File: config.mk
export PLATFORM = sky130hd
export DESIGN_NAME = adv7513_ctrl
export DESIGN_NICKNAME = d
export VERILOG_FILES = /design/src/adv_pkg.sv /design/src/adv7513_ctrl.sv /design/src/adv_init_rom.sv /design/src/adv_init_seq.sv /design/src/adv_status_poll.sv /design/src/i2c_cmd_arbiter.sv
export VERILOG_INCLUDE_DIRS = /design/src
export SDC_FILE = /design/constraint.sdc
export NUM_CORES = 1
export LEC_CHECK = 0
export ABC_CLOCK_PERIOD_IN_PS = 3450
export BUFFER_PORTS_ARGS = -buffer_cell sky130_fd_sc_hd__clkbuf_2
export CAP_MARGIN = 0
export CORE_ASPECT_RATIO = 1.5
export CORE_UTILIZATION = 41
export DETAILED_ROUTE_END_ITERATION = 12
export SYNTH_ARGS = -nofsm -noshare
export SYNTH_HDL_FRONTEND = slang
export SYNTH_SLANG_ARGS = --single-unit
File: constraint.sdc
create_clock -name clk -period 3.45 [get_ports clk]
set_input_delay 0.5175 -clock clk [delete_from_list [all_inputs] [get_ports clk]]
set_output_delay 0.5175 -clock clk [all_outputs]
set_load 0.1 [all_outputs]
File: src/adv_defs.svh
`ifndef ADV_DEFS_SVH
`define ADV_DEFS_SVH

// register address and data width of the transmitter
`define ADV_REG_W 8

// bootstrap writes, then bootstrap and setup writes together
`define ADV_BOOT_LEN 11
`define ADV_INIT_LEN 27

// wide enough to hold ADV_INIT_LEN, which marks the PLL check step
`define ADV_IDX_W 5

// status registers
`define ADV_REG_PLL 8'h9E
`define ADV_REG_REV 8'h00
`define ADV_REG_VIC 8'h3E

// lock flag in the PLL status register
`define ADV_PLL_LOCK_BIT 4

// PLL error counter width
`define ADV_ERR_CNT_W 8

`endif

File: src/adv_pkg.sv
`include "adv_defs.svh"

package adv_pkg;

    // one register write of the setup list
    typedef struct packed {
        logic [`ADV_REG_W-1:0] addr;
        logic [`ADV_REG_W-1:0] value;
    } reg_write_t;

    // init sequencer states
    typedef enum logic [2:0] {
        init_idle,
        init_issue,
        init_wait_write,
        init_wait_pll,
        init_ready
    } init_state_t;

    // status poller states
    typedef enum logic [1:0] {
        poll_idle,
        poll_issue,
        poll_wait
    } poll_state_t;

endpackage

File: src/adv7513_ctrl.sv
`timescale 1ns/1ns
`include "adv_defs.svh"

module adv7513_ctrl (
    input  logic                      clk,
    input  logic                      reset,
    input  logic                      hdmi_int,
    input  logic                      vsync,
    input  logic                      vsync_on_polarity,
    input  logic [`ADV_REG_W-1:0]     adv_reg_17,
    input  logic [`ADV_REG_W-1:0]     adv_reg_3b,
    input  logic [`ADV_REG_W-1:0]     adv_reg_3c,
    output logic [`ADV_REG_W-1:0]     i2c_reg_addr,
    output logic [`ADV_REG_W-1:0]     i2c_value,
    output logic                      i2c_is_read,
    output logic                      i2c_enable,
    input  logic                      i2c_done,
    input  logic [`ADV_REG_W-1:0]     i2c_data,
    input  logic                      i2c_ack_error,
    output logic                      ready,
    output logic [`ADV_REG_W-1:0]     chip_revision,
    output logic [`ADV_REG_W-1:0]     pll_status,
    output logic [`ADV_REG_W-1:0]     vic_detected,
    output logic [`ADV_ERR_CNT_W-1:0] pll_error_count
);

    adv_pkg::reg_write_t   entry;
    logic [`ADV_IDX_W-1:0] index;
    logic                  init_req;
    logic [`ADV_REG_W-1:0] init_reg_addr;
    logic [`ADV_REG_W-1:0] init_value;
    logic                  init_is_read;
    logic                  init_done;
    logic                  init_ack_error;
    logic [`ADV_REG_W-1:0] init_rdata;
    logic                  poll_req;
    logic [`ADV_REG_W-1:0] poll_reg_addr;
    logic                  poll_is_read;
    logic                  poll_done;
    logic [`ADV_REG_W-1:0] poll_rdata;

    adv_init_rom u_rom (
        .index      (index),
        .adv_reg_17 (adv_reg_17),
        .adv_reg_3b (adv_reg_3b),
        .adv_reg_3c (adv_reg_3c),
        .entry      (entry)
    );

    adv_init_seq u_seq (
        .clk       (clk),
        .reset     (reset),
        .hdmi_int  (hdmi_int),
        .entry     (entry),
        .index     (index),
        .req       (init_req),
        .reg_addr  (init_reg_addr),
        .value     (init_value),
        .is_read   (init_is_read),
        .done      (init_done),
        .rdata     (init_rdata),
        .ack_error (init_ack_error),
        .ready     (ready)
    );

    adv_status_poll u_poll (
        .clk               (clk),
        .reset             (reset),
        .ready             (ready),
        .vsync             (vsync),
        .vsync_on_polarity (vsync_on_polarity),
        .req               (poll_req),
        .reg_addr          (poll_reg_addr),
        .is_read           (poll_is_read),
        .done              (poll_done),
        .rdata             (poll_rdata),
        .chip_revision     (chip_revision),
        .pll_status        (pll_status),
        .vic_detected      (vic_detected),
        .pll_error_count   (pll_error_count)
    );

    i2c_cmd_arbiter u_arb (
        .clk            (clk),
        .reset          (reset),
        .init_req       (init_req),
        .init_reg_addr  (init_reg_addr),
        .init_value     (init_value),
        .init_is_read   (init_is_read),
        .init_done      (init_done),
        .init_ack_error (init_ack_error),
        .poll_req       (poll_req),
        .poll_reg_addr  (poll_reg_addr),
        .poll_is_read   (poll_is_read),
        .poll_done      (poll_done),
        .poll_rdata     (poll_rdata),
        .rdata_out      (init_rdata),
        .i2c_reg_addr   (i2c_reg_addr),
        .i2c_value      (i2c_value),
        .i2c_is_read    (i2c_is_read),
        .i2c_enable     (i2c_enable),
        .i2c_done       (i2c_done),
        .i2c_data       (i2c_data),
        .i2c_ack_error  (i2c_ack_error)
    );

endmodule

File: src/adv_init_rom.sv
`timescale 1ns/1ns
`include "adv_defs.svh"

module adv_init_rom (
    input  logic [`ADV_IDX_W-1:0] index,
    input  logic [`ADV_REG_W-1:0] adv_reg_17,
    input  logic [`ADV_REG_W-1:0] adv_reg_3b,
    input  logic [`ADV_REG_W-1:0] adv_reg_3c,
    output adv_pkg::reg_write_t   entry
);

    always_comb begin
        case (index)
            // bootstrap, power up and fixed registers
            5'd0:  entry = {8'h41, 8'h10};
            5'd1:  entry = {8'h98, 8'h03};
            5'd2:  entry = {8'h9A, 8'hE0};
            5'd3:  entry = {8'h9C, 8'h30};
            5'd4:  entry = {8'h9D, 8'h01};
            5'd5:  entry = {8'hA2, 8'hA4};
            5'd6:  entry = {8'hA3, 8'hA4};
            5'd7:  entry = {8'hE0, 8'hD0};
            5'd8:  entry = {8'hF9, 8'h00};
            // enable HPD and monitor sense interrupts
            5'd9:  entry = {8'h94, 8'hC0};
            // clear pending interrupt flags
            5'd10: entry = {8'h96, 8'hC0};

            // setup, 44.1kHz I2S and 24 bit RGB 4:4:4 input
            5'd11: entry = {8'h15, 8'h00};
            // sync polarity and aspect ratio come from the video mode
            5'd12: entry = {8'h17, adv_reg_17};
            // 4:4:4 output, 8 bit color depth
            5'd13: entry = {8'h16, 8'h30};
            5'd14: entry = {8'h55, 8'h00};
            // CSC off
            5'd15: entry = {8'h18, 8'h46};
            // HDMI mode, no HDCP
            5'd16: entry = {8'hAF, 8'h06};
            5'd17: entry = {8'hBA, 8'h60};
            // automatic CTS, I2S audio, 128xfs
            5'd18: entry = {8'h0A, 8'h00};
            // N value 0x1880 for 44.1kHz
            5'd19: entry = {8'h01, 8'h00};
            5'd20: entry = {8'h02, 8'h18};
            5'd21: entry = {8'h03, 8'h80};
            5'd22: entry = {8'h0B, 8'h0E};
            // I2S0 only, right justified, 16 bit samples
            5'd23: entry = {8'h0C, 8'h05};
            5'd24: entry = {8'h0D, 8'h10};
            // pixel repetition and VIC from the video mode
            5'd25: entry = {8'h3B, adv_reg_3b};
            5'd26: entry = {8'h3C, adv_reg_3c};

            // past the list the sequencer reads PLL status instead
            default: entry = {`ADV_REG_PLL, 8'h00};
        endcase
    end

endmodule

File: src/adv_init_seq.sv
`timescale 1ns/1ns
`include "adv_defs.svh"

module adv_init_seq (
    input  logic                  clk,
    input  logic                  reset,
    input  logic                  hdmi_int,
    input  adv_pkg::reg_write_t   entry,
    output logic [`ADV_IDX_W-1:0] index,
    output logic                  req,
    output logic [`ADV_REG_W-1:0] reg_addr,
    output logic [`ADV_REG_W-1:0] value,
    output logic                  is_read,
    input  logic                  done,
    input  logic [`ADV_REG_W-1:0] rdata,
    input  logic                  ack_error,
    output logic                  ready
);

    localparam logic [`ADV_IDX_W-1:0] pll_index = `ADV_INIT_LEN;

    adv_pkg::init_state_t state;
    logic hdmi_int_prev;
    logic int_fall;
    logic int_pending;
    logic waiting;
    logic restart;

    // hdmi_int is active low, the chip pulls it down on a hotplug event
    assign int_fall = hdmi_int_prev & ~hdmi_int;

    assign waiting = (state == adv_pkg::init_wait_write) || (state == adv_pkg::init_wait_pll);

    // a latched interrupt takes effect once the running transfer is done
    assign restart = (waiting && done && (int_pending || int_fall))
                  || (state == adv_pkg::init_ready && int_fall);

    always_ff @(posedge clk) begin
        if (!reset) begin
            state         <= adv_pkg::init_idle;
            index         <= '0;
            req           <= 1'b0;
            ready         <= 1'b0;
            hdmi_int_prev <= 1'b1;
            int_pending   <= 1'b0;
        end else begin
            hdmi_int_prev <= hdmi_int;

            if (restart) begin
                int_pending <= 1'b0;
            end else if (int_fall) begin
                int_pending <= 1'b1;
            end

            case (state)
                adv_pkg::init_idle: begin
                    index <= '0;
                    state <= adv_pkg::init_issue;
                end

                adv_pkg::init_issue: begin
                    req   <= 1'b1;
                    state <= (index == pll_index) ? adv_pkg::init_wait_pll
                                                  : adv_pkg::init_wait_write;
                end

                adv_pkg::init_wait_write: begin
                    if (done) begin
                        req   <= 1'b0;
                        state <= adv_pkg::init_issue;
                        if (restart) begin
                            index <= '0;
                        end else if (!ack_error) begin
                            index <= index + 1'b1;
                        end
                    end
                end

                adv_pkg::init_wait_pll: begin
                    if (done) begin
                        req <= 1'b0;
                        if (restart || (!ack_error && !rdata[`ADV_PLL_LOCK_BIT])) begin
                            // pll not locked yet, run the whole list again
                            index <= '0;
                            state <= adv_pkg::init_issue;
                        end else if (ack_error) begin
                            state <= adv_pkg::init_issue;
                        end else begin
                            ready <= 1'b1;
                            state <= adv_pkg::init_ready;
                        end
                    end
                end

                adv_pkg::init_ready: begin
                    if (int_fall) begin
                        ready <= 1'b0;
                        index <= '0;
                        state <= adv_pkg::init_issue;
                    end
                end

                default: state <= adv_pkg::init_idle;
            endcase
        end
    end

    // transfer fields, held while req is up
    always_ff @(posedge clk) begin
        if (state == adv_pkg::init_issue) begin
            if (index == pll_index) begin
                reg_addr <= `ADV_REG_PLL;
                value    <= '0;
                is_read  <= 1'b1;
            end else begin
                reg_addr <= entry.addr;
                value    <= entry.value;
                is_read  <= 1'b0;
            end
        end
    end

endmodule

File: src/adv_status_poll.sv
`timescale 1ns/1ns
`include "adv_defs.svh"

module adv_status_poll (
    input  logic                      clk,
    input  logic                      reset,
    input  logic                      ready,
    input  logic                      vsync,
    input  logic                      vsync_on_polarity,
    output logic                      req,
    output logic [`ADV_REG_W-1:0]     reg_addr,
    output logic                      is_read,
    input  logic                      done,
    input  logic [`ADV_REG_W-1:0]     rdata,
    output logic [`ADV_REG_W-1:0]     chip_revision,
    output logic [`ADV_REG_W-1:0]     pll_status,
    output logic [`ADV_REG_W-1:0]     vic_detected,
    output logic [`ADV_ERR_CNT_W-1:0] pll_error_count
);

    adv_pkg::poll_state_t state;
    logic       vsync_reg;
    logic       vsync_trail;
    logic [1:0] step;

    // end of the sync pulse, whatever its polarity
    assign vsync_trail = (vsync_reg == vsync_on_polarity) && (vsync != vsync_on_polarity);

    // the poller only reads
    assign is_read = 1'b1;

    always_ff @(posedge clk) begin
        if (!reset) begin
            state           <= adv_pkg::poll_idle;
            vsync_reg       <= 1'b0;
            step            <= 2'd0;
            req             <= 1'b0;
            chip_revision   <= '0;
            pll_status      <= '0;
            vic_detected    <= '0;
            pll_error_count <= '0;
        end else begin
            vsync_reg <= vsync;

            case (state)
                adv_pkg::poll_idle: begin
                    // edges seen while a poll runs are simply lost
                    if (ready && vsync_trail) begin
                        step  <= 2'd0;
                        state <= adv_pkg::poll_issue;
                    end
                end

                adv_pkg::poll_issue: begin
                    req   <= 1'b1;
                    state <= adv_pkg::poll_wait;
                end

                adv_pkg::poll_wait: begin
                    if (done) begin
                        req <= 1'b0;
                        case (step)
                            2'd0: chip_revision <= rdata;
                            2'd1: begin
                                pll_status <= rdata;
                                if (!rdata[`ADV_PLL_LOCK_BIT]) begin
                                    pll_error_count <= pll_error_count + 1'b1;
                                end
                            end
                            default: vic_detected <= rdata;
                        endcase
                        if (step == 2'd2) begin
                            state <= adv_pkg::poll_idle;
                        end else begin
                            step  <= step + 1'b1;
                            state <= adv_pkg::poll_issue;
                        end
                    end
                end

                default: state <= adv_pkg::poll_idle;
            endcase
        end
    end

    // revision, pll status, detected vic
    always_ff @(posedge clk) begin
        if (state == adv_pkg::poll_issue) begin
            case (step)
                2'd0:    reg_addr <= `ADV_REG_REV;
                2'd1:    reg_addr <= `ADV_REG_PLL;
                default: reg_addr <= `ADV_REG_VIC;
            endcase
        end
    end

endmodule

File: src/i2c_cmd_arbiter.sv
`timescale 1ns/1ns

module i2c_cmd_arbiter (
    input  logic       clk,
    input  logic       reset,

    input  logic       init_req,
    input  logic [7:0] init_reg_addr,
    input  logic [7:0] init_value,
    input  logic       init_is_read,
    output logic       init_done,
    output logic       init_ack_error,

    input  logic       poll_req,
    input  logic [7:0] poll_reg_addr,
    input  logic       poll_is_read,
    output logic       poll_done,
    output logic [7:0] poll_rdata,

    output logic [7:0] rdata_out,

    output logic [7:0] i2c_reg_addr,
    output logic [7:0] i2c_value,
    output logic       i2c_is_read,
    output logic       i2c_enable,
    input  logic       i2c_done,
    input  logic [7:0] i2c_data,
    input  logic       i2c_ack_error
);

    logic busy;
    logic grant_poll;

    // grant is taken when idle and kept until the engine reports done
    always_ff @(posedge clk) begin
        if (!reset) begin
            busy       <= 1'b0;
            grant_poll <= 1'b0;
            i2c_enable <= 1'b0;
        end else begin
            i2c_enable <= 1'b0;
            if (busy) begin
                if (i2c_done) begin
                    busy <= 1'b0;
                end
            end else if (init_req || poll_req) begin
                // init wins over poll
                busy       <= 1'b1;
                grant_poll <= !init_req;
                i2c_enable <= 1'b1;
            end
        end
    end

    assign i2c_reg_addr = grant_poll ? poll_reg_addr : init_reg_addr;
    assign i2c_value    = grant_poll ? 8'h00 : init_value;
    assign i2c_is_read  = grant_poll ? poll_is_read : init_is_read;

    // done and ack error go back to the granted side only
    assign init_done      = i2c_done & busy & ~grant_poll;
    assign poll_done      = i2c_done & busy & grant_poll;
    assign init_ack_error = i2c_ack_error & ~grant_poll;

    assign rdata_out  = i2c_data;
    assign poll_rdata = i2c_data;

endmodule

After elaboration in Yosys (flattened, before gate mapping)
Index checks and enable logic that the tools add are counted.
{"block": "word_totals", "register_bits": 78}
{"block": "classes", "add_sub_neg": 3, "mux": 40, "n_eq_ne": 48, "n_reduce_logical": 39, "bitwise": 11}
{"cell": "case mux 16 bit (27 select lines)", "count": 1}
{"cell": "equality test 5 bit, second input constant", "count": 12}
{"cell": "equality test 5 x 4 -> 1 bit, second input constant", "count": 8}
{"cell": "2-to-1 mux 5 bit", "count": 6}
{"cell": "equality test 5 x 3 -> 1 bit, second input constant", "count": 4}
{"cell": "case mux 5 bit (4 select lines)", "count": 1}
{"cell": "2-to-1 mux 8 bit", "count": 2}
{"cell": "case mux 8 bit (2 select lines)", "count": 1}
{"cell": "2-to-1 mux 3 bit", "count": 5}
{"cell": "case mux 3 bit (5 select lines)", "count": 1}
{"cell": "2-to-1 mux 1 bit", "count": 13}
{"cell": "AND reduction 3 bit", "count": 4}
{"cell": "equality test 5 x 2 -> 1 bit, second input constant", "count": 2}
{"cell": "2-to-1 mux 2 bit", "count": 5}
{"cell": "inequality test 2 x 1 -> 1 bit, second input constant", "count": 5}
{"cell": "inequality test 2 bit, second input constant", "count": 5}
{"cell": "adder 8 x 1 -> 8 bit, second input constant", "count": 1}
{"cell": "AND reduction 2 bit", "count": 4}
{"cell": "AND reduction 4 bit", "count": 2}
{"cell": "nonzero test 2 bit", "count": 4}
{"cell": "OR reduction 2 bit", "count": 4}
{"cell": "equality test 3 x 2 -> 1 bit, second input constant", "count": 2}
{"cell": "logical AND 1 bit", "count": 6}
{"cell": "NOT 1 bit", "count": 6}
{"cell": "other kinds (22)", "count": 37}

Longest topological paths before layout
Gate-level depths: netlist of run 1.
{"block": "depth", "depth_word": 9, "depth_mapped": 9}

Cells and area by module
A second synthesis of run 1 with hierarchy kept.
{"block": "hier_totals", "hier_cells": 510, "hier_area_um2": 4374.2}
{"mod": "adv_status_poll", "cells_each": 196, "n_inst": 1, "area_per_inst_um2": 1712.9, "seq_area_each_um2": 850.8}
{"mod": "adv_init_seq", "cells_each": 114, "n_inst": 1, "area_per_inst_um2": 1290.0, "seq_area_each_um2": 750.7}
{"mod": "adv_init_rom", "cells_each": 152, "n_inst": 1, "area_per_inst_um2": 930.9, "seq_area_each_um2": 0.0}
{"mod": "i2c_cmd_arbiter", "cells_each": 48, "n_inst": 1, "area_per_inst_um2": 440.4, "seq_area_each_um2": 60.1}

Worst setup path before layout of run 1
OpenSTA, ideal clock, no wires.
{"block": "synth_timing", "kind": "register to output", "from": "reg u_arb.grant_poll", "to": "out i2c_reg_addr[1]", "path_buffers": 1, "setup_slack_ns": 0.291, "arrival_time_ns": 2.642, "stages_incl_launch_ff": 3, "path_cell_list": "dfxtp_1 > clkbuf_1 > o21ai_0"}
{"block": "synth_between", "elab_chain_cells": 1}
{"item": "start, declared", "line_no": "i2c_cmd_arbiter.sv:32", "text": "logic grant_poll;"}
{"item": "start signal, assigned", "line_no": "i2c_cmd_arbiter.sv:49", "text": "grant_poll <= !init_req;"}
{"item": "2-to-1 mux 8 bit", "line_no": "i2c_cmd_arbiter.sv:55", "text": "assign i2c_reg_addr = grant_poll ? poll_reg_addr : init_reg_addr;"}
{"item": "end, declared", "line_no": "adv7513_ctrl.sv:13", "text": "output logic [`ADV_REG_W-1:0] i2c_reg_addr,"}
No other way between the ends.

Final worst setup path of run 1
{"block": "layout_timing", "from": "reg u_seq.index[2]", "to": "reg u_seq.reg_addr[1] (data pin)"}
{"block": "layout_between", "elab_chain_cells": 2}
{"item": "start, declared", "line_no": "adv_init_seq.sv:9", "text": "output logic [`ADV_IDX_W-1:0] index,"}
{"item": "start signal, assigned", "line_no": "adv_init_seq.sv:74", "text": "index <= index + 1'b1;"}
{"item": "equality test 5 bit (tied with other cells)", "line_no": "adv_init_rom.sv:13", "text": "case (index)"}
{"item": "case mux 16 bit (27 select lines)", "line_no": "adv_init_rom.sv:13"}
{"item": "end signal, assigned", "line_no": "adv_init_seq.sv:112", "text": "reg_addr <= `ADV_REG_PLL;"}
{"item": "end signal, assigned", "line_no": "adv_init_seq.sv:116", "text": "reg_addr <= entry.addr;"}
{"item": "end, declared", "line_no": "adv_init_seq.sv:11", "text": "output logic [`ADV_REG_W-1:0] reg_addr,"}
Parallel ways exist; a longest one is shown, timed or not.
A chain may end at the register's enable or synchronous reset.

==> qor.txt, run 1 <==
Distinct cell type count of the synthesized netlist - 63
Setup Crit Path Kind - register to register
# setup viols final - 0
Net total in the final layout - 599
Pwr dens - 496 nW/µm²
Hold WC Path Type - input pin to register
Starting DRC count in detailed routing - 118
Crit path capture type - register
Drt first pass iters - 4
Worst reg2reg path endpoint - u_seq.reg_addr[1]
Per-cell routed wire length - 15.5 µm
Number of levels the H-tree was split into - 3
Initial antenna violation count - 0
Number of CTS-inserted buffers - 9
Number of clock sinks - 73
Fraction of the yosys area taken by sequential cells - 42.6%
Final hold violation count - 0
Path depth of the worst reg2reg path - 7
Routed wire length - 10.3 mm
Number of buffers added for setup after CTS - 0
DRT antenna net count - 0
CTS tree - yes
Max-cap check violation count - 0
Row count - 43
GRT Util Overall - 21.3%
Cell breakdown of the critical path - inv_2, nor3_1, ha_1, a21oi_1, o211a_1, and3_4, or3_1
Top_reg_cell synth - sky130_fd_sc_hd__dfxtp_1
Slack of the critical path - 0.762 ns
Leakage Power - 1.83 nW
Required time of the critical path - 3.52 ns
Wire length of the first global-routing pass - 15.9 mm
Slew @ Worst Pin - 0.948 ns
Clk root buf - sky130_fd_sc_hd__clkbuf_16
Number of global-route vias before repair - 3376
Detailed-route via count - 3668
Skew final - 0.00586 ns
Die outline area - 9930 µm²
Area growth syn-to-layout - 20.4%
DRC violation count after routing - 0
Cells after Synth - 473
Smallest hold slack - 0.394 ns
Share of synthesized flip-flops with an asynchronous set or reset - 0%
Outcome - finished, final reports clean
Die W - 81.7 µm
Worst-case register-to-register setup slack - 0.76 ns
Final weighted congestion of routability-driven global placement - 0.935
Number of enable-type register cells in the synthesized netlist - 20
Timing endpoint of the critical path - u_seq.reg_addr[1]
Worst supply voltage drop on vdd - 0.000363 V
IO Pins - 90
Quantity of hold-fixing buffers added after cts - 0
Post-layout minimum cycle time - 2.69 ns
Synth warn - 0
Share of final-layout standard cells stronger than drive strength 1 - 21.1%
Total chip power - 2.33 mW
Setup repair after global routing missed its margin - false
Die height - 122 µm
Post-synthesis average cell area - 8.26 µm²
Highest net fanout along the worst path - 28
Final period util - 77.9%
Pin count of the biggest net entering global routing - 48
Filler Cells Inserted - 941
Crit path DAT - 2.76 ns
Summed instance area of the synthesized netlist - 3900 µm²
Antenna Diode Count - 0
CTS clock-pin slew for the worst setup and hold paths - 0.05 ns
Post-placement worst setup slack - 0.816 ns
Core Util, Final - 50.8%
Latest clock arrival within the worst-skew pair - 0.33 ns
Max-slew violation count - 0
Relative slew margins - 36.7%
Number of port buffers - 89
Detailed placer's ending HPWL - 7.66 mm
Slowest stage cell, crit path - sky130_fd_sc_hd__dfxtp_1
Startpoint class of the critical path - register
DR vias/cell - 5.51
FF-to-FF Start - u_seq.index[2]
Setup TNS - 0 ns
Syn Nets - 522
Starting utilization of the core area - 42.2%
Gr ovfl total - 0
Core footprint - 9250 µm²
Launch point of the critical path - u_seq.index[2]
F_max - 372 MHz
Post-cts sizing count - 0
Buffers from clock root to sink, at most - 2
Flip-flop and latch count after synthesis - 73
Delay contributed by the slowest stage of the critical path - 0.94 ns
## area by class of cell
class | instances | area, µm² | share of cell area, %
clock inverters | 2 | 35.0 | 0.745
well taps | 112 | 140 | 2.98
flip-flops and latches | 73 | 1660 | 35.3
inverters | 19 | 71.3 | 1.52
repair buffers | 96 | 498 | 10.6
clock buffers | 13 | 272 | 5.77
multi-input cells | 351 | 2020 | 43.1
## kinds of logic (layout without fill, tap and decap cells)
logic type | after synthesis | count (layout) | synth area share, %
AO/OA/AOI/OAI | 122 | 122 | 18.8
XOR/XNOR | 8 | 8 | 1.79
adder cells (fa/ha/maj) | 10 | 10 | 3.20
buffers and inverters | 49 | 130 | 5.61
flip-flops | 73 | 73 | 42.6
multiplexers | 9 | 9 | 2.40
AND/OR/NAND/NOR | 202 | 202 | 25.7
## critical path: cells and delay by family (launching register included)
family | cells | cell delay, ns
adders and majority gates | 1 | 0.23
and+or+nand+nor | 3 | 0.78
DFF | 1 | 0.94
AOI/OAI and AO/OA | 2 | 0.25
buffers and inverters | 1 | 0.23
## cell usage in the layout (no fill, tap or decap), drive strengths merged, types with 18 or more instances in the layout
master / n
o21ai: 24
edfxtp: 20
nand3: 33
nor2: 42
inv: 19
clkbuf: 102
dfxtp: 53
a21oi: 56
nor2b: 18
nand2: 58
## per-layer routing
metal / global-route usage [%] / wire (µm) / vias to the layer above
met5: 0 / 0 / -
met4: 12.5 / 449 / 0
met3: 3.98 / 447 / 27
met2: 38.2 / 5310 / 110
met1: 22.5 / 4080 / 1695
li1: - / - / 1836
## power breakdown
| group | total [mW] | internal [mW] | leakage (nW) | switching, mW |
|---|---|---|---|---|
| clock | 0.947 | 0.618 | 0.151 | 0.328 |
| combinational | 0.433 | 0.0957 | 1.07 | 0.337 |
| sequential | 0.953 | 0.932 | 0.613 | 0.0207 |
## worst min-delay path by stage
stage / cells past startpoint / slack (ns) / start / to
global route: 2 / 0.40 / hdmi_int / u_seq.hdmi_int_prev
CTS: 2 / 0.39 / hdmi_int / u_seq.hdmi_int_prev
global placement: 2 / 0.44 / u_poll.chip_revision[5] / u_poll.chip_revision[5]
finish: 2 / 0.39 / hdmi_int / u_seq.hdmi_int_prev
detailed placement: 2 / 0.45 / u_poll.chip_revision[5] / u_poll.chip_revision[5]
floorplan: 1 / 0.44 / u_seq.req / u_arb.grant_poll
## through the flow
step	cells	instance area, µm²
3_5_place_dp	651	4400
6_report	666	4700
3_3_place_gp	651	4400
2_1_floorplan	473	3910
5_1_grt	666	4700
4_1_cts	666	4700
## cells in the mapped netlist (2+ instances only)
| cell type | number | area (µm²) |
|---|---|---|
| sky130_fd_sc_hd__nor3_1 | 9 | 45.0 |
| sky130_fd_sc_hd__o22ai_1 | 3 | 18.8 |
| sky130_fd_sc_hd__a31oi_1 | 2 | 12.5 |
| sky130_fd_sc_hd__a22oi_1 | 4 | 30.0 |
| sky130_fd_sc_hd__xnor2_1 | 7 | 61.3 |
| sky130_fd_sc_hd__o21ai_1 | 3 | 15.0 |
| sky130_fd_sc_hd__nand3b_1 | 3 | 22.5 |
| sky130_fd_sc_hd__o2111ai_1 | 2 | 17.5 |
| sky130_fd_sc_hd__o211ai_1 | 2 | 15.0 |
| sky130_fd_sc_hd__o31ai_1 | 5 | 37.5 |
| sky130_fd_sc_hd__clkbuf_1 | 15 | 56.3 |
| sky130_fd_sc_hd__or3_1 | 2 | 12.5 |
| sky130_fd_sc_hd__inv_1 | 18 | 67.6 |
| sky130_fd_sc_hd__buf_2 | 7 | 35.0 |
| sky130_fd_sc_hd__buf_6 | 2 | 22.5 |
| sky130_fd_sc_hd__and2_1 | 2 | 12.5 |
| sky130_fd_sc_hd__a2111oi_0 | 2 | 17.5 |
| sky130_fd_sc_hd__or2_1 | 2 | 12.5 |
| sky130_fd_sc_hd__edfxtp_1 | 20 | 601 |
| sky130_fd_sc_hd__a311oi_1 | 3 | 26.3 |
| sky130_fd_sc_hd__nand4_1 | 3 | 18.8 |
| sky130_fd_sc_hd__a22o_1 | 2 | 17.5 |
| sky130_fd_sc_hd__nand3_1 | 33 | 165 |
| sky130_fd_sc_hd__buf_4 | 3 | 22.5 |
| sky130_fd_sc_hd__nand2b_1 | 8 | 50.1 |
| sky130_fd_sc_hd__a32oi_1 | 2 | 17.5 |
| sky130_fd_sc_hd__nor4_1 | 7 | 43.8 |
| sky130_fd_sc_hd__nor2b_1 | 18 | 113 |
| sky130_fd_sc_hd__mux2_2 | 3 | 33.8 |
| sky130_fd_sc_hd__ha_1 | 10 | 125 |
| sky130_fd_sc_hd__nor2_1 | 42 | 158 |
| sky130_fd_sc_hd__dfxtp_1 | 53 | 1060 |
| sky130_fd_sc_hd__a21oi_1 | 56 | 280 |
| sky130_fd_sc_hd__mux2i_1 | 6 | 60.1 |
| sky130_fd_sc_hd__nand4b_1 | 2 | 17.5 |
| sky130_fd_sc_hd__o21ai_0 | 21 | 105 |
| sky130_fd_sc_hd__and3_1 | 2 | 12.5 |
| sky130_fd_sc_hd__a211oi_1 | 5 | 37.5 |
| sky130_fd_sc_hd__nand2_1 | 58 | 218 |
| sky130_fd_sc_hd__buf_1 | 3 | 11.3 |
No activity file was read; power rests on OpenSTA's default activity.
==> run 2: changes to the inputs <==
Settings changed: ABC_CLOCK_PERIOD_IN_PS 3450 to 2200, PLACE_DENSITY set to 0.66.
Clock period 3.45 ns to 2.2 ns, I/O delays scaled along.
==> run 2 against run 1 <==
Maximum frequency increased by 27%. Critical endpoint is now u_seq.reg_addr[3]. Die area did not move. Highest routed layer unchanged. Final cell count grew 4.4%. Critical path depth rose by 1. Largest cell class unchanged.
==> qor.txt, run 2 (synthesized netlist as in run 1, its figures left out) <==
Outcome - finished, final reports clean
Pin count of the biggest net entering global routing - 48 (unchanged)
Proportion of power drawn by flip-flops and latches - 40.6% (-0.3 points)
Leading cell types in the layout, fill and taps excluded - 85 x sky130_fd_sc_hd__clkbuf_2, 58 x sky130_fd_sc_hd__nand2_1, 56 x sky130_fd_sc_hd__a21oi_1, 53 x sky130_fd_sc_hd__dfxtp_1, 42 x sky130_fd_sc_hd__nor2_1
Core Util, Final - 54.0% (+3.2 points)
Wire length of the first global-routing pass - 16.3 mm (+2.6%)
Hold WC Path Type - input pin to register
Setup repair after global routing missed its margin - true
Pwr dens - 736 nW/µm² (+48%)
Buffers from clock root to sink, at most - 2 (unchanged)
Crit path DAT - 2.20 ns (-0.56 ns)
Final period util - 96.5% (+19 points)
Number of clock sinks - 73 (unchanged)
Latest clock arrival within the worst-skew pair - 0.33 ns (about the same)
Final weighted congestion of routability-driven global placement - 0.943 (+0.86%)
Path depth of the worst reg2reg path - 8 (+1)
Clk root buf - sky130_fd_sc_hd__clkbuf_16
Number of buffers added for setup after CTS - 0 (unchanged)
F_max - 471 MHz (+27%)
Post-layout minimum cycle time - 2.12 ns (-0.565 ns)
Row count - 43 (unchanged)
DRT antenna net count - 0 (unchanged)
Antenna Diode Count - 0 (unchanged)
GRT Util Overall - 21.7% (+0.41 points)
Met2 WL - 5.71 mm (+7.5%)
Relative slew margins - 61.4% (+25 points)
Cells on Worst Hold Path - 2 (unchanged)
Die outline area - 9930 µm² (unchanged)
Starting utilization of the core area - 42.2% (unchanged)
M1 WL - 4.14 mm (+1.4%)
Total chip power - 3.68 mW (+58%)
Launch point of the critical path - u_seq.index[0]
Endpoint with the worst hold slack - u_seq.hdmi_int_prev
P_int - 2.56 mW (+56%)
Fraction of power consumed by the clock network - 38.9% (-1.7 points)
Power dissipated by switching net loads - 1.11 mW (+62%)
Detailed placer's ending HPWL - 8.19 mm (+6.9%)
Die height - 122 µm (unchanged)
Routed wire length - 10.8 mm (+4.6%)
IO Pins - 90 (unchanged)
Crit path capture type - register
Gr ovfl total - 0 (unchanged)
# setup viols final - 0 (unchanged)
Required time of the critical path - 2.28 ns (-1.24 ns)
Part of the power in combinational logic - 20.4% (+1.8 points)
FF-to-FF Start - u_seq.index[0]
Setup Crit Path Kind - register to register
Worst-case register-to-register setup slack - 0.08 ns (-0.69 ns)
Startpoint class of the critical path - register
Skew final - 0.00926 ns (+0.00340 ns)
Most common library cell in the layout ignoring fill and taps - sky130_fd_sc_hd__clkbuf_2
Met3 Routed Length - 608 µm (+36%)
Net total in the final layout - 628 (+4.8%)
Number of global-route vias before repair - 3480 (+3.1%)
Worst reg2reg path endpoint - u_seq.reg_addr[3]
Top Layer Used - met4
Initial antenna violation count - 0 (unchanged)
Slew @ Worst Pin - 0.577 ns (-0.371 ns)
Setup TNS - 0 ns (unchanged)
Final hold violation count - 0 (unchanged)
Post-Layout Cell Count - 695 (+4.4%)
Area growth syn-to-layout - 27.9%
Number of port buffers - 89 (unchanged)
Max-slew violation count - 0 (unchanged)
Source of the worst hold timing path - hdmi_int
Delay contributed by the slowest stage of the critical path - 0.38 ns (-0.56 ns)
Number of levels the H-tree was split into - 3 (unchanged)
Drt first pass iters - 5 (+1)
Detailed-route via count - 3863 (+5.3%)
Worst supply voltage drop on vdd - 0.000494 V (+36%)
Die W - 81.7 µm (unchanged)
Share of final-layout standard cells stronger than drive strength 1 - 26.2% (+5.1 points)
Largest delay contributor family on the critical path - compound AO/OA/AOI/OAI gates
Max-cap check violation count - 0 (unchanged)
CTS clock-pin slew for the worst setup and hold paths - 0.06 ns (about the same)
Number of CTS-inserted buffers - 9 (unchanged)
Per-cell routed wire length - 15.5 µm (+0.25%)
Cell breakdown of the critical path - inv_1, ha_2, buf_4, mux2_2, a21oi_1, o211a_1, o21ai_0, a211o_1
Instance count after placement with tap cells included - 680 (+4.5%)
Core footprint - 9250 µm² (unchanged)
Sw Share - 30.3% (+0.85 points)
Leakage Power - 2.00 nW (+8.8%)
Buffers & Inverters on Critical Path - 2 (+1)
DRC violation count after routing - 0 (unchanged)
Highest net fanout along the worst path - 7 (-75%)
Smallest hold slack - 0.201 ns (-0.193 ns)
DR vias/cell - 5.56 (+0.92%)
Starting DRC count in detailed routing - 179 (+52%)
Slowest stage cell, crit path - sky130_fd_sc_hd__dfxtp_1
CTS tree - yes
## run 2: cell count changes in the layout (fill, tap and decap cells not counted), moves of 3 or more
cell / previous run / this run
sky130_fd_sc_hd__buf_4: 7 / 36
sky130_fd_sc_hd__buf_12: 0 / 4
sky130_fd_sc_hd__clkbuf_2: 89 / 85
sky130_fd_sc_hd__o21ai_0: 21 / 17
sky130_fd_sc_hd__o21ai_1: 3 / 7
sky130_fd_sc_hd__ha_1: 10 / 7
sky130_fd_sc_hd__ha_2: 0 / 3
## run 2: power groups by stage
stage	clock, mW	sequential, mW	combinational [mW]
2_1_floorplan	0	1.53	0.515
4_1_cts	1.46	1.49	0.748
3_3_place_gp	0	1.52	0.743
5_1_grt	1.51	1.50	0.794
6_report	1.43	1.49	0.751
3_5_place_dp	0	1.52	0.746
## run 2: how the worst max path moves through the flow
stage	slack (ns)	cells past startpoint	endpoint
after detailed placement	0.04	8	u_seq.reg_addr[1]
after global routing	-0.04	8	u_seq.reg_addr[1]
after CTS	0.02	8	u_seq.reg_addr[1]
final	0.08	8	u_seq.reg_addr[3]
after global placement	0.11	8	u_seq.reg_addr[1]
after floorplan	-0.02	2	i2c_reg_addr[1]
## run 2: cell type report
cell class / count / area [µm²]
clock inverters: 3 / 20.0
inverters: 19 / 71.3
clock buffers: 12 / 278
fillers: 867 / 4260
multi-input cells: 351 / 2050
repair buffers: 125 / 776
flip-flops and latches: 73 / 1660
well taps: 112 / 140
## run 2: timing repair
item / 4_1_cts / 5_1_grt
gates resized for setup: 0 / 6
endpoints found under the setup margin: 0 / 7
hold buffers: 0 / 0
## run 2: per-stage QoR
stage	cell area [µm²]	worst slack [ns]
after global placement	4670	0.113
after CTS	4970	0.0207
final	4990	0.0764
after detailed placement	4670	0.0370
after floorplan	3910	-0.0224
after global routing	4990	-0.0361
## run 2: metal layers
| layer | track usage [%] | up-vias |
|---|---|---|
| li1 | - | 1893 |
| met1 | 23.2 | 1789 |
| met3 | 3.98 | 29 |
| met5 | 0 | - |
| met4 | 12.4 | 0 |
| met2 | 38.9 | 152 |
## run 2: worst register-to-register path, cell delays in order, from the launching register on
cell and delay, ns:
sky130_fd_sc_hd__dfxtp_1 0.38, sky130_fd_sc_hd__inv_1 0.10, sky130_fd_sc_hd__ha_2 0.24, sky130_fd_sc_hd__buf_4 0.15, sky130_fd_sc_hd__mux2_2 0.25, sky130_fd_sc_hd__a21oi_1 0.20, sky130_fd_sc_hd__o211a_1 0.21, sky130_fd_sc_hd__o21ai_0 0.10
sky130_fd_sc_hd__a211o_1 0.24
==> run 3: changes to the inputs <==
Settings changed: ABC_AREA set to 1, MAX_ROUTING_LAYER set to met4.
==> run 3 against run 2 <==
Sequential share of layout area grew 2.3 points. Count of clock-buffer cells in the layout grew 1. Synthesized cell count grew 14%. Critical endpoint is now i2c_reg_addr[5]. Final area shrank 6.5%. Combinational power grew to 3.9 times the previous value.
==> qor.txt, run 3 <==
Number of global-route vias before repair - 3569 (+2.6%)
Setup Crit Path Kind - register to output port
Leakage Power - 2.25 nW (+12%)
Fraction of power consumed by the clock network - 23.6% (-15 points)
Die height - 120 µm (-1.5%)
Routed wire length - 10.0 mm (-7.2%)
Highest net fanout along the worst path - 15 (+8)
Die W - 80.5 µm (-1.5%)
Endpoint with the worst hold slack - u_seq.hdmi_int_prev
Worst reg2reg path endpoint - u_seq.reg_addr[3]
Most common library cell in the layout ignoring fill and taps - sky130_fd_sc_hd__nand2_1
Starting utilization of the core area - 42.7% (+0.48 points)
Required time of the critical path - 1.87 ns (-0.41 ns)
Post-synthesis average cell area - 7.06 µm² (-15%)
Core footprint - 8880 µm² (-4.0%)
Starting DRC count in detailed routing - 224 (+25%)
FF-to-FF Start - u_seq.index[0]
Max-cap check violation count - 0 (unchanged)
Total area of multi-input combinational cells - 1840 µm² (-10%)
Slew @ Worst Pin - 0.554 ns (-0.0232 ns)
Detailed-route via count - 3782 (-2.1%)
Syn Nets - 586 (+12%)
Max-slew violation count - 0 (unchanged)
Cells after Synth - 537 (+14%)
Number of enable-type register cells in the synthesized netlist - 20 (unchanged)
Antenna Diode Count - 0 (unchanged)
Area leader, netlist - sky130_fd_sc_hd__dfxtp_1
Skew final - 0.00486 ns (-0.00441 ns)
F_max - 500 MHz (+6.2%)
DRT antenna net count - 0 (unchanged)
Setup TNS - 0 ns (unchanged)
Flip-flop and latch count after synthesis - 73 (unchanged)
Quantity of hold-fixing buffers added after cts - 0 (unchanged)
Most common cell in the netlist - sky130_fd_sc_hd__nand2_1
Cells on Worst Hold Path - 3 (+1)
Final hold violation count - 0 (unchanged)
IO Pins - 90 (unchanged)
Crit path DAT - 1.67 ns (-0.53 ns)
Crit path capture type - output port
Number of port buffers - 89 (unchanged)
Most common cell type on the critical path - sky130_fd_sc_hd__nand2_1
Power dissipated by switching net loads - 2.99 mW (+170%)
CTS clock-pin slew for the worst setup and hold paths - 0.06 ns (about the same)
Number of levels the H-tree was split into - 3 (unchanged)
Source of the worst hold timing path - hdmi_int
Post-layout minimum cycle time - 2.00 ns (-0.124 ns)
Initial antenna violation count - 0 (unchanged)
CTS tree - yes
Clk root buf - sky130_fd_sc_hd__clkbuf_16
Register area - 1660 µm² (unchanged)
Path depth of the worst reg2reg path - 8 (unchanged)
Final weighted congestion of routability-driven global placement - 0.917 (-2.7%)
Area contributors post-synth - sky130_fd_sc_hd__dfxtp_1 28%, sky130_fd_sc_hd__edfxtp_1 16%, sky130_fd_sc_hd__nand2_1 12%, sky130_fd_sc_hd__nor2_1 11%, sky130_fd_sc_hd__inv_1 5.5%
Per-cell routed wire length - 13.4 µm (-13%)
Worst supply voltage drop on vdd - 0.00150 V (+200%)
Wire length of the first global-routing pass - 16.4 mm (+0.51%)
Die outline area - 9640 µm² (-2.9%)
Part of the power in combinational logic - 46.9% (+27 points)
Placed cell area - 4370 µm² (-6.6%)
Synth warn - 0 (unchanged)
Row count - 42 (-2.3%)
Summed instance area of the synthesized netlist - 3790 µm² (-2.9%)
Hold WC Path Type - input pin to register
Fraction of the yosys area taken by sequential cells - 43.8% (+1.3 points)
Buffers from clock root to sink, at most - 2 (unchanged)
Top_reg_cell synth - sky130_fd_sc_hd__dfxtp_1
Area growth syn-to-layout - 23.2%
Leading cell types in the layout, fill and taps excluded - 118 x sky130_fd_sc_hd__nand2_1, 115 x sky130_fd_sc_hd__nor2_1, 85 x sky130_fd_sc_hd__clkbuf_2, 56 x sky130_fd_sc_hd__inv_1, 53 x sky130_fd_sc_hd__dfxtp_1
Relative slew margins - 63.2% (+1.8 points)
Worst-case register-to-register setup slack - 0.24 ns (+0.16 ns)
# setup viols final - 0 (unchanged)
Largest delay contributor family on the critical path - buffers and inverters
Slowest stage cell, crit path - sky130_fd_sc_hd__clkbuf_2
Gr ovfl total - 0 (unchanged)
DRC violation count after routing - 0 (unchanged)
Drt first pass iters - 5 (unchanged)
Setup repair after global routing missed its margin - false
Number of clock sinks - 73 (unchanged)
Final period util - 90.9% (-5.6 points)
Detailed placer's ending HPWL - 7.56 mm (-7.7%)
Filler Cells Inserted - 876 (+1.0%)
Delay contributed by the slowest stage of the critical path - 0.45 ns (+0.07 ns)
Pin count of the biggest net entering global routing - 40 (-17%)
DR vias/cell - 5.08 (-8.7%)
Share of final-layout standard cells stronger than drive strength 1 - 21.1% (-5.1 points)
Startpoint class of the critical path - register
P_int - 3.21 mW (+25%)
Buffers & Inverters on Critical Path - 3 (+1)
Number of buffers added for setup after CTS - 0 (unchanged)
Sw Share - 48.3% (+18 points)
Number of CTS-inserted buffers - 9 (unchanged)
GRT Util Overall - 22.9% (+1.2 points)
Proportion of netlist area held by the largest area contributor - 28.0% (+0.83 points)
Share of synthesized flip-flops with an asynchronous set or reset - 0% (unchanged)
Outcome - finished, final reports clean
Distinct cell type count of the synthesized netlist - 36 (-43%)
Cell types with the highest counts after synthesis - 118 x sky130_fd_sc_hd__nand2_1, 116 x sky130_fd_sc_hd__nor2_1, 56 x sky130_fd_sc_hd__inv_1, 53 x sky130_fd_sc_hd__dfxtp_1, 35 x sky130_fd_sc_hd__o21ai_0
Pwr dens - 1330 nW/µm² (+80%)
Net total in the final layout - 679 (+8.1%)
Final instance area - 4670 µm² (-6.5%)
Latest clock arrival within the worst-skew pair - 0.34 ns (about the same)
Proportion of power drawn by flip-flops and latches - 29.5% (-11 points)
Cell breakdown of the critical path - buf_4, inv_1, nand2_1, nand2_1, clkbuf_2
==> run 3: cell types whose count changed in the layout (fill, tap and decap cells not counted), sizes merged, moves of 8 or more <==
cell	previous run	this run
inv	21	65
nand4	3	11
nand2b	9	0
a21oi	56	26
buf	40	8
nor2	42	125
nand2	58	120
o21ai	24	37
nor2b	18	0
==> run 3: through the flow <==
stage / instances / total power, mW / worst slack, ns / hold WS (ns) / utilization (%)
2_1_floorplan: 537 / 4.22 / -0.0412 / 0.423 / -
3_3_place_gp: 729 / 4.76 / 0.259 / 0.455 / 49.2
3_5_place_dp: 729 / 4.77 / 0.204 / 0.463 / 49.2
4_1_cts: 745 / 6.24 / 0.171 / 0.194 / 52.6
5_1_grt: 745 / 6.54 / 0.0211 / 0.222 / 52.6
6_report: 745 / 6.20 / 0.200 / 0.202 / 52.6
==> run 3: cells by family (layout without fill, tap and decap cells) <==
family | Yosys count | after routing | share of synthesized area [%]
XOR/XNOR | 3 | 3 | 0.693
buffers and inverters | 77 | 175 | 7.89
AND/OR/NAND/NOR | 298 | 298 | 33.2
adder cells (fa/ha/maj) | 10 | 10 | 3.30
AO/OA/AOI/OAI | 76 | 76 | 11.1
flip-flops | 73 | 73 | 43.8
==> run 3: worst max-delay path by stage <==
stage / from / endpoint / cells after the start
CTS: u_arb.grant_poll / i2c_reg_addr[7] / 5
detailed placement: u_seq.index[0] / u_seq.reg_addr[3] / 8
global placement: u_seq.index[0] / u_seq.reg_addr[3] / 8
global route: u_seq.index[0] / u_seq.reg_addr[1] / 9
finish: u_arb.grant_poll / i2c_reg_addr[5] / 5
floorplan: u_arb.grant_poll / i2c_reg_addr[0] / 3
==> run 3: power by group through the flow <==
stage | registers (mW) | logic, mW | clock network, mW
final | 1.83 | 2.91 | 1.46
after global routing | 1.86 | 3.15 | 1.53
after CTS | 1.83 | 2.92 | 1.49
after detailed placement | 1.86 | 2.92 | 0
after global placement | 1.85 | 2.91 | 0
after floorplan | 1.86 | 2.36 | 0
==> run 3: layer usage <==
layer | wire, µm | track usage [%] | vias to the layer above
met1 | 4140 | 25.1 | 1703
met5 | 0 | - | -
met2 | 4980 | 38.0 | 129
li1 | - | - | 1924
met3 | 507 | 3.80 | 26
met4 | 367 | 14.1 | 0
==> run 3: area by class of cell <==
cell class              count  area share, %
multi-input cells         387           39.3
flip-flops and latches     73           35.6
repair buffers             93           10.4
clock buffers              13           6.03
inverters                  66           5.30
well taps                 110           2.95
clock inverters             3          0.429
==> run 3: worst min-delay path: cells and delay by family <==
family | cells | cell delay (ns)
buf+inv | 2 | 0.13
simple gates | 1 | 0.04
==> run 3: repair_timing <==
action | CTS | global route
endpoints found under the setup margin | 0 | 1
resized for setup | 0 | 2
hold endpoints to repair | 0 | 0
